$ cat src/design/rx_const_pkg.sv
`default_nettype none

// Word geometry shared by every stage of the receive datapath.
package rx_const_pkg;

    localparam int CHANNEL_WIDTH  = 4;    // Lanes delivered by the ADC per word.
    localparam int CODE_PRECISION = 8;    // Signed ADC code width.

    // Width of the word offset used by the output aligners.
    localparam int ALIGN_WIDTH = $clog2(CHANNEL_WIDTH);

    typedef logic signed [CODE_PRECISION-1:0] code_t;

    // Lane 0 sits at index 0 and is the earliest sample of the word.
    typedef code_t [CHANNEL_WIDTH-1:0] code_word_t;

endpackage : rx_const_pkg

`default_nettype wire

$ cat src/design/ffe_cmp_pkg.sv
`default_nettype none

// Equalizer and slicer arithmetic widths and result types.
package ffe_cmp_pkg;

    // FFE_LENGTH may not exceed CHANNEL_WIDTH+1, since taps reach back one word only.
    localparam int FFE_LENGTH       = 3;
    localparam int WEIGHT_PRECISION = 6;
    localparam int SHIFT_PRECISION  = 3;
    localparam int OUTPUT_PRECISION = 10;
    localparam int ACC_PRECISION    = 18;   // Holds FFE_LENGTH full-scale products.
    localparam int NUM_LEVELS       = 3;    // PAM4 needs three decision levels.

    typedef logic signed [WEIGHT_PRECISION-1:0] weight_t;
    typedef logic        [SHIFT_PRECISION-1:0]  shift_t;  // Right shift amount.
    typedef logic signed [OUTPUT_PRECISION-1:0] est_t;
    typedef logic        [NUM_LEVELS-1:0]       sym_t;    // Thermometer code.

    // Saturation limits of an estimate.
    localparam est_t EST_MAX = {1'b0, {(OUTPUT_PRECISION-1){1'b1}}};
    localparam est_t EST_MIN = {1'b1, {(OUTPUT_PRECISION-1){1'b0}}};

    typedef est_t [rx_const_pkg::CHANNEL_WIDTH-1:0] est_word_t;
    typedef sym_t [rx_const_pkg::CHANNEL_WIDTH-1:0] sym_word_t;

    // Indexed as [tap][lane].
    typedef weight_t [FFE_LENGTH-1:0][rx_const_pkg::CHANNEL_WIDTH-1:0] weight_array_t;
    typedef shift_t [rx_const_pkg::CHANNEL_WIDTH-1:0] shift_array_t;
    typedef est_t [NUM_LEVELS-1:0] level_array_t;

endpackage : ffe_cmp_pkg

`default_nettype wire

$ cat src/design/slice_if.sv
`default_nettype none
`timescale 1ns/1ps

// Carries one sliced word. Contents are only meaningful while valid is high.
interface slice_if import rx_const_pkg::*, ffe_cmp_pkg::*; ();

    logic       valid;
    est_word_t  est;
    sym_word_t  sym;
    code_word_t codes;    // Raw codes kept in step with the estimates.

    modport src (
        output valid, est, sym, codes
    );

    modport dst (
        input valid, est, sym, codes
    );

endinterface : slice_if

`default_nettype wire

$ cat src/design/code_history.sv
`default_nettype none
`timescale 1ns/1ps

module code_history import rx_const_pkg::*; (
    input  wire logic       clk,
    input  wire logic       arst_n_i,

    input  wire logic       valid_i,
    input  wire code_word_t codes_i,

    output logic            hist_valid_o,
    output code_word_t      cur_o,
    output code_word_t      prev_o
);

    // The FFE taps reach into the word before the current one, so the
    // previous valid word is kept next to the current one.
    // Both words only move on a strobe; idle cycles leave the history alone.
    always_ff @(posedge clk or negedge arst_n_i) begin
        if (!arst_n_i) begin
            hist_valid_o <= 1'b0;
            cur_o        <= '0;
            prev_o       <= '0;   // Samples before the first word read as zero.
        end else begin
            hist_valid_o <= valid_i;
            if (valid_i) begin
                prev_o <= cur_o;
                cur_o  <= codes_i;
            end
        end
    end

endmodule : code_history

`default_nettype wire

$ cat src/design/ffe_filter.sv
`default_nettype none
`timescale 1ns/1ps

module ffe_filter import rx_const_pkg::*, ffe_cmp_pkg::*; (
    input  wire logic          clk,
    input  wire logic          arst_n_i,

    input  wire logic          hist_valid_i,
    input  wire code_word_t    cur_i,
    input  wire code_word_t    prev_i,

    input  wire weight_array_t weights_i,
    input  wire shift_array_t  shift_i,

    output logic               est_valid_o,
    output est_word_t          est_o,
    output code_word_t         codes_o
);

    code_t [2*CHANNEL_WIDTH-1:0] samples;   // Previous word low, current word high.
    est_word_t                   est_next;

    assign samples = {cur_i, prev_i};

    always_comb begin
        logic signed [ACC_PRECISION-1:0] acc;
        logic signed [ACC_PRECISION-1:0] shifted;
        code_t                           sample;
        weight_t                         weight;

        for (int lane = 0; lane < CHANNEL_WIDTH; lane++) begin
            acc = '0;
            // Tap t of a lane sees the sample t positions earlier in time.
            for (int tap = 0; tap < FFE_LENGTH; tap++) begin
                sample = samples[CHANNEL_WIDTH + lane - tap];
                weight = weights_i[tap][lane];
                acc    = acc + sample * weight;
            end

            shifted = acc >>> shift_i[lane];

            if (shifted > EST_MAX) begin
                est_next[lane] = EST_MAX;
            end else if (shifted < EST_MIN) begin
                est_next[lane] = EST_MIN;
            end else begin
                est_next[lane] = est_t'(shifted);
            end
        end
    end

    always_ff @(posedge clk or negedge arst_n_i) begin
        if (!arst_n_i) begin
            est_valid_o <= 1'b0;
        end else begin
            est_valid_o <= hist_valid_i;
        end
    end

    // Codes travel with their estimates so the output can report both.
    always_ff @(posedge clk) begin
        if (hist_valid_i) begin
            est_o   <= est_next;
            codes_o <= cur_i;
        end
    end

endmodule : ffe_filter

`default_nettype wire

$ cat src/design/pam4_slicer.sv
`default_nettype none
`timescale 1ns/1ps

module pam4_slicer import rx_const_pkg::*, ffe_cmp_pkg::*; (
    input  wire logic         clk,
    input  wire logic         arst_n_i,

    input  wire logic         est_valid_i,
    input  wire est_word_t    est_i,
    input  wire code_word_t   codes_i,

    input  wire level_array_t levels_i,

    slice_if.src              slice
);

    sym_word_t sym_next;

    // Bit j is set when the estimate lies strictly above level j. With
    // ascending levels this gives a thermometer code.
    always_comb begin
        for (int lane = 0; lane < CHANNEL_WIDTH; lane++) begin
            for (int lvl = 0; lvl < NUM_LEVELS; lvl++) begin
                sym_next[lane][lvl] = est_i[lane] > levels_i[lvl];
            end
        end
    end

    always_ff @(posedge clk or negedge arst_n_i) begin
        if (!arst_n_i) begin
            slice.valid <= 1'b0;
        end else begin
            slice.valid <= est_valid_i;
        end
    end

    always_ff @(posedge clk) begin
        if (est_valid_i) begin
            slice.sym   <= sym_next;
            slice.est   <= est_i;
            slice.codes <= codes_i;
        end
    end

endmodule : pam4_slicer

`default_nettype wire

$ cat src/design/window_aligner.sv
`default_nettype none
`timescale 1ns/1ps

module window_aligner import rx_const_pkg::*; #(
    parameter type payload_t = logic
) (
    input  wire logic                     clk,
    input  wire logic                     arst_n_i,

    input  wire logic                     valid_i,
    input  wire payload_t [CHANNEL_WIDTH-1:0] word_i,
    input  wire logic [ALIGN_WIDTH-1:0]   align_pos_i,

    output payload_t [CHANNEL_WIDTH-1:0]  word_o
);

    payload_t [CHANNEL_WIDTH-1:0]   prev_word;
    payload_t [2*CHANNEL_WIDTH-1:0] segment;

    always_ff @(posedge clk or negedge arst_n_i) begin
        if (!arst_n_i) begin
            prev_word <= '0;
        end else if (valid_i) begin
            prev_word <= word_i;
        end
    end

    assign segment = {word_i, prev_word};

    // The window starts align_pos entries into the previous word.
    always_comb begin
        for (int c = 0; c < CHANNEL_WIDTH; c++) begin
            word_o[c] = segment[int'(align_pos_i) + c];
        end
    end

endmodule : window_aligner

`default_nettype wire

$ cat src/design/rx_output_stage.sv
`default_nettype none
`timescale 1ns/1ps

module rx_output_stage import rx_const_pkg::*, ffe_cmp_pkg::*; (
    input  wire logic                   clk,
    input  wire logic                   arst_n_i,

    slice_if.dst                        slice,
    input  wire logic [ALIGN_WIDTH-1:0] align_pos_i,

    output logic                        valid_o,
    output est_word_t                   est_o,
    output code_word_t                  codes_o,
    output sym_word_t                   sym_aligned_o,
    output est_word_t                   est_aligned_o
);

    sym_word_t sym_window;
    est_word_t est_window;

    window_aligner #(
        .payload_t   (sym_t)
    ) sym_aligner (
        .clk         (clk),
        .arst_n_i    (arst_n_i),
        .valid_i     (slice.valid),
        .word_i      (slice.sym),
        .align_pos_i (align_pos_i),
        .word_o      (sym_window)
    );

    window_aligner #(
        .payload_t   (est_t)
    ) est_aligner (
        .clk         (clk),
        .arst_n_i    (arst_n_i),
        .valid_i     (slice.valid),
        .word_i      (slice.est),
        .align_pos_i (align_pos_i),
        .word_o      (est_window)
    );

    always_ff @(posedge clk or negedge arst_n_i) begin
        if (!arst_n_i) begin
            valid_o <= 1'b0;
        end else begin
            valid_o <= slice.valid;
        end
    end

    always_ff @(posedge clk) begin
        if (slice.valid) begin
            est_o         <= slice.est;     // Unaligned, in ADC lane order.
            codes_o       <= slice.codes;
            sym_aligned_o <= sym_window;
            est_aligned_o <= est_window;
        end
    end

endmodule : rx_output_stage

`default_nettype wire

$ cat src/design/bits_estimator_datapath.sv
`default_nettype none
`timescale 1ns/1ps

module bits_estimator_datapath import rx_const_pkg::*, ffe_cmp_pkg::*; (
    input  wire logic                   clk,
    input  wire logic                   arst_n_i,

    input  wire logic                   valid_i,
    input  wire code_word_t             act_codes_i,

    // Quasi-static settings. They only change while no word is in flight.
    input  wire weight_array_t          weights_i,
    input  wire shift_array_t           ffe_shift_i,
    input  wire level_array_t           slice_levels_i,
    input  wire logic [ALIGN_WIDTH-1:0] align_pos_i,

    output logic                        valid_o,
    output est_word_t                   est_syms_o,
    output code_word_t                  act_codes_o,
    output sym_word_t                   symbols_o,
    output est_word_t                   aligned_est_syms_o
);

    logic       hist_valid;
    code_word_t cur_codes;
    code_word_t prev_codes;

    logic       est_valid;
    est_word_t  est_word;
    code_word_t est_codes;

    slice_if slice_bus ();

    code_history u_code_history (
        .clk          (clk),
        .arst_n_i     (arst_n_i),
        .valid_i      (valid_i),
        .codes_i      (act_codes_i),
        .hist_valid_o (hist_valid),
        .cur_o        (cur_codes),
        .prev_o       (prev_codes)
    );

    ffe_filter u_ffe_filter (
        .clk          (clk),
        .arst_n_i     (arst_n_i),
        .hist_valid_i (hist_valid),
        .cur_i        (cur_codes),
        .prev_i       (prev_codes),
        .weights_i    (weights_i),
        .shift_i      (ffe_shift_i),
        .est_valid_o  (est_valid),
        .est_o        (est_word),
        .codes_o      (est_codes)
    );

    pam4_slicer u_pam4_slicer (
        .clk          (clk),
        .arst_n_i     (arst_n_i),
        .est_valid_i  (est_valid),
        .est_i        (est_word),
        .codes_i      (est_codes),
        .levels_i     (slice_levels_i),
        .slice        (slice_bus)
    );

    // Fourth register stage. valid_o follows valid_i by four cycles.
    rx_output_stage u_rx_output_stage (
        .clk           (clk),
        .arst_n_i      (arst_n_i),
        .slice         (slice_bus),
        .align_pos_i   (align_pos_i),
        .valid_o       (valid_o),
        .est_o         (est_syms_o),
        .codes_o       (act_codes_o),
        .sym_aligned_o (symbols_o),
        .est_aligned_o (aligned_est_syms_o)
    );

endmodule : bits_estimator_datapath

`default_nettype wire

$ cat config.mk
export PLATFORM = sky130hd
export DESIGN_NAME = bits_estimator_datapath
export DESIGN_NICKNAME = d
export VERILOG_FILES = /design/src/design/rx_const_pkg.sv /design/src/design/ffe_cmp_pkg.sv /design/src/design/slice_if.sv /design/src/design/code_history.sv /design/src/design/ffe_filter.sv /design/src/design/pam4_slicer.sv /design/src/design/window_aligner.sv /design/src/design/rx_output_stage.sv /design/src/design/bits_estimator_datapath.sv
export SDC_FILE = /design/constraint.sdc
export NUM_CORES = 2
export LEC_CHECK = 0
export ABC_AREA = 1
export BUFFER_PORTS_ARGS = -buffer_cell sky130_fd_sc_hd__buf_2
export CORE_MARGIN = 5
export CORE_UTILIZATION = 30
export DETAILED_ROUTE_END_ITERATION = 16
export PLACE_DENSITY_LB_ADDON = 0.3
export SYNTH_ARGS = -nofsm -noshare
export SYNTH_HDL_FRONTEND = slang
export SYNTH_SLANG_ARGS = --single-unit
$ cat constraint.sdc
create_clock -name clk -period 8.4 [get_ports clk]
set_clock_uncertainty 0.1 [all_clocks]
set_input_delay 0.84 -clock clk [delete_from_list [all_inputs] [get_ports clk]]
set_output_delay 0.84 -clock clk [all_outputs]
set_load 0.02 [all_outputs]
==> results.json <==
{
  "final_cell_area_sq_um": 50100,
  "synth_area_sq_um": 45000,
  "fp.dieW_microns": 397,
  "grt_max_degree": 206,
  "ctsLongestPathBuffers": 3,
  "grt_util_met3": 0.0305,
  "clk_pin_slew_ns": 0.06,
  "synth_ff_type": "edfxtp_1",
  "finalSetupTns_ns": 0,
  "vias": 35486,
  "synthesis.nets": 6603,
  "fmax_ghz": 0.130,
  "synthTopCellsByArea": "fa_1 21%, edfxtp_1 19%, ha_1 13%",
  "endpoint_kind": "flop",
  "drc": 0,
  "ctsResizeCount": 0,
  "finalMaxSlewViolations": 0,
  "tightest_slew_ns": 1.04,
  "cpMaxStageDelayCell": "dfrtp_1",
  "dieArea_sq_um": 158000,
  "synthCells": 5506,
  "ant_nets": 0,
  "grt_use_total": 0.172,
  "ios": 276,
  "yosysTopAreaCell": "fa_1",
  "drt-wirelength-per-cell_microns": 17.6,
  "area_growth_pct": 11.3,
  "cap_viol_max_count": 0,
  "postSynthAreaPerCell_sq_um": 8.18,
  "grt_util_met2": 0.268,
  "clk_latency_ns": 0.65,
  "grt-ovfl-total": 0,
  "post-place-ws_ns": 0.420,
  "worstPathRequired_ns": 8.67,
  "grt_pass1_wl_mm": 211,
  "final_util": 0.335,
  "routed_wl_mm": 136,
  "cts_buffers": 46,
  "critPathMostFrequentCell": "nand2_1",
  "cts_setup_buffers": 0,
  "grt_pass1_vias": 35454,
  "final-setup-viol-count": 0,
  "grt_antenna_before_repair": 37,
  "cts_sinks": 384,
  "relSlewSlack": 0.297,
  "arrival_ns": 7.96,
  "yosysUniqueCellTypes": 53,
  "cts_tree": "yes",
  "fin_crit_sh": 0.916,
  "ys_warn_count": 0,
  "drive_above_1_share": 0.0798,
  "ys_ff_latch": 384,
  "viasPerCell": 4.59,
  "start_kind": "flop",
  "seq_area_frac_synth": 0.245,
  "crit_path_max_fanout": 12,
  "initial_utilization": 0.301,
  "cts-root-buf": "clkbuf_16",
  "place_congestion": 0.905,
  "grt.met1_usage": 0.245,
  "htreeDepth": 2,
  "setup_ws_ns": 0.705,
  "synth_top_area_frac": 0.208,
  "rr_worst_depth": 34,
  "core-area_sq_um": 149000,
  "status": "completed",
  "drt_iter0_drc": 2448,
  "die_h_microns": 397,
  "async_flop_share": 0.271,
  "critPathMaxStageDelay_ns": 0.69,
  "port_buffers": 275,
  "hold_buffers": 0,
  "hold_viol_final": 0,
  "rows": 142,
  "rsz0062_at_grt": "false",
  "synth_edf_count": 280,
  "path_class": "flop to flop",
  "hpwlAfterDp_mm": 112,
  "placed_cell_area_sq_um": 48500,
  "finalCriticalPeriod_ns": 7.69,
  "holdCritPathClass": "primary input to asynchronous set/reset pin",
  "dr.pass1.iters": 8,
  "busiest_layer": "met2",
  "fin_nets": 6762
}
metal layers:
metal,vias to the layer above,routed length [microns]
met5,-,142
met4,22,4350
met3,195,9630
met2,947,58700
met1,16883,63200
li1,17439,-
path summary, 6_finish.rpt:
| kind | startpoint | end | slack, ns |
|---|---|---|---|
| max | u_code_history.cur_o[2] | u_ffe_filter.est_o[24] | 0.71 |
| min | arst_n_i | u_rx_output_stage.est_aligner.prev_word[8] | 0.06 |
| max reg2reg | u_code_history.cur_o[2] | u_ffe_filter.est_o[24] | 0.71 |
| min reg2reg | u_pam4_slicer.slice.codes[29] | u_rx_output_stage.codes_o[29] | 0.31 |
| max in group asynchronous | arst_n_i | u_rx_output_stage.est_aligner.prev_word[39] | 6.83 |
| min in group clk | u_pam4_slicer.slice.codes[29] | u_rx_output_stage.codes_o[29] | 0.31 |
Yosys cell counts, types with 16 or more instances:
| cell | n |
|---|---|
| a31oi_1 | 18 |
| nand4_1 | 25 |
| xnor2_1 | 100 |
| o21bai_1 | 16 |
| xor2_1 | 96 |
| edfxtp_1 | 280 |
| o22a_1 | 26 |
| o21ai_0 | 331 |
| nand3_1 | 259 |
| nor2_1 | 210 |
| a21o_1 | 19 |
| dfrtp_1 | 104 |
| a21oi_1 | 192 |
| mux2i_1 | 20 |
| clkbuf_1 | 164 |
| inv_1 | 1205 |
| nand2_1 | 1314 |
| ha_1 | 478 |
| fa_1 | 468 |
| buf_1 | 20 |
placed cells by master (no fill, tap or decap), drive strengths merged, types with 16 or more instances in the layout:
cell    count
ha        478
o21ai     333
a21o       19
buf       316
o21bai     16
mux2i      20
xor2       96
a31oi      18
clkinv     22
nor2      216
o22a       26
a21oi     197
nand3     264
inv      1217
dfrtp     104
xnor2     100
nand4      25
nand2    1340
clkbuf     59
edfxtp    280
fa        468
diode      16
area by class of cell:
class                      instances  area, sq um
inverter                        1219         4580
timing repair buffer             316         1710
sequential                       384        11000
multi-input combinational       3698        28600
fill                           15712        99300
clock inverter                    26          348
antenna                           16         40.0
tap                             2016         2520
clock buffer                      59         1260
sequential cells by signal, indices dropped and copies added, names as in the netlist:
| name | flops |
|---|---|
| u_ffe_filter.est_o | 40 |
| u_pam4_slicer.slice.est | 40 |
| u_rx_output_stage.est_aligned_o | 40 |
| u_rx_output_stage.est_aligner.prev_word | 40 |
| u_rx_output_stage.est_o | 40 |
| u_code_history.cur_o | 32 |
| u_ffe_filter.codes_o | 32 |
| u_pam4_slicer.slice.codes | 32 |
| u_rx_output_stage.codes_o | 32 |
| u_code_history.prev_o | 16 |
| u_pam4_slicer.slice.sym | 12 |
| u_rx_output_stage.sym_aligned_o | 12 |
| u_rx_output_stage.sym_aligner.prev_word | 12 |
| u_code_history.hist_valid_o | 1 |
| u_ffe_filter.est_valid_o | 1 |
| u_pam4_slicer.slice.valid | 1 |
| u_rx_output_stage.valid_o | 1 |
critical path, delay by kind of cell (launching register included):
family / cells / cell delay [ns]
XOR/XNOR: 1 / 0.31
AO/OA/AOI/OAI: 6 / 0.95
AND/OR/NAND/NOR: 17 / 1.85
flip-flops: 1 / 0.69
buffers and inverters: 3 / 0.46
adder cells (fa/ha/maj): 7 / 3.08
stage by stage:
step	std cells	hold slack, ns
after global placement	7633	0.302
after floorplan	5506	0.300
final	7734	0.0609
after global routing	7724	0.0850
after CTS	7718	0.0632
after detailed placement	7633	0.305
cell families (layout without fill, tap and decap cells):
group,after synthesis,count (layout),synth area share
AOI/OAI and AO/OA,648,648,0.0795
xor gates and xnor gates,196,196,0.0381
adders and majority gates,946,946,0.341
buffers and inverters,1424,1620,0.120
DFF,384,384,0.245
muxes,26,26,0.00595
other,0,16,0
and+or+nand+nor,1882,1882,0.171
Power is left out: the tool's default activity adds up to more than one toggle a clock period on the data nets, which glitch-free logic cannot reach.
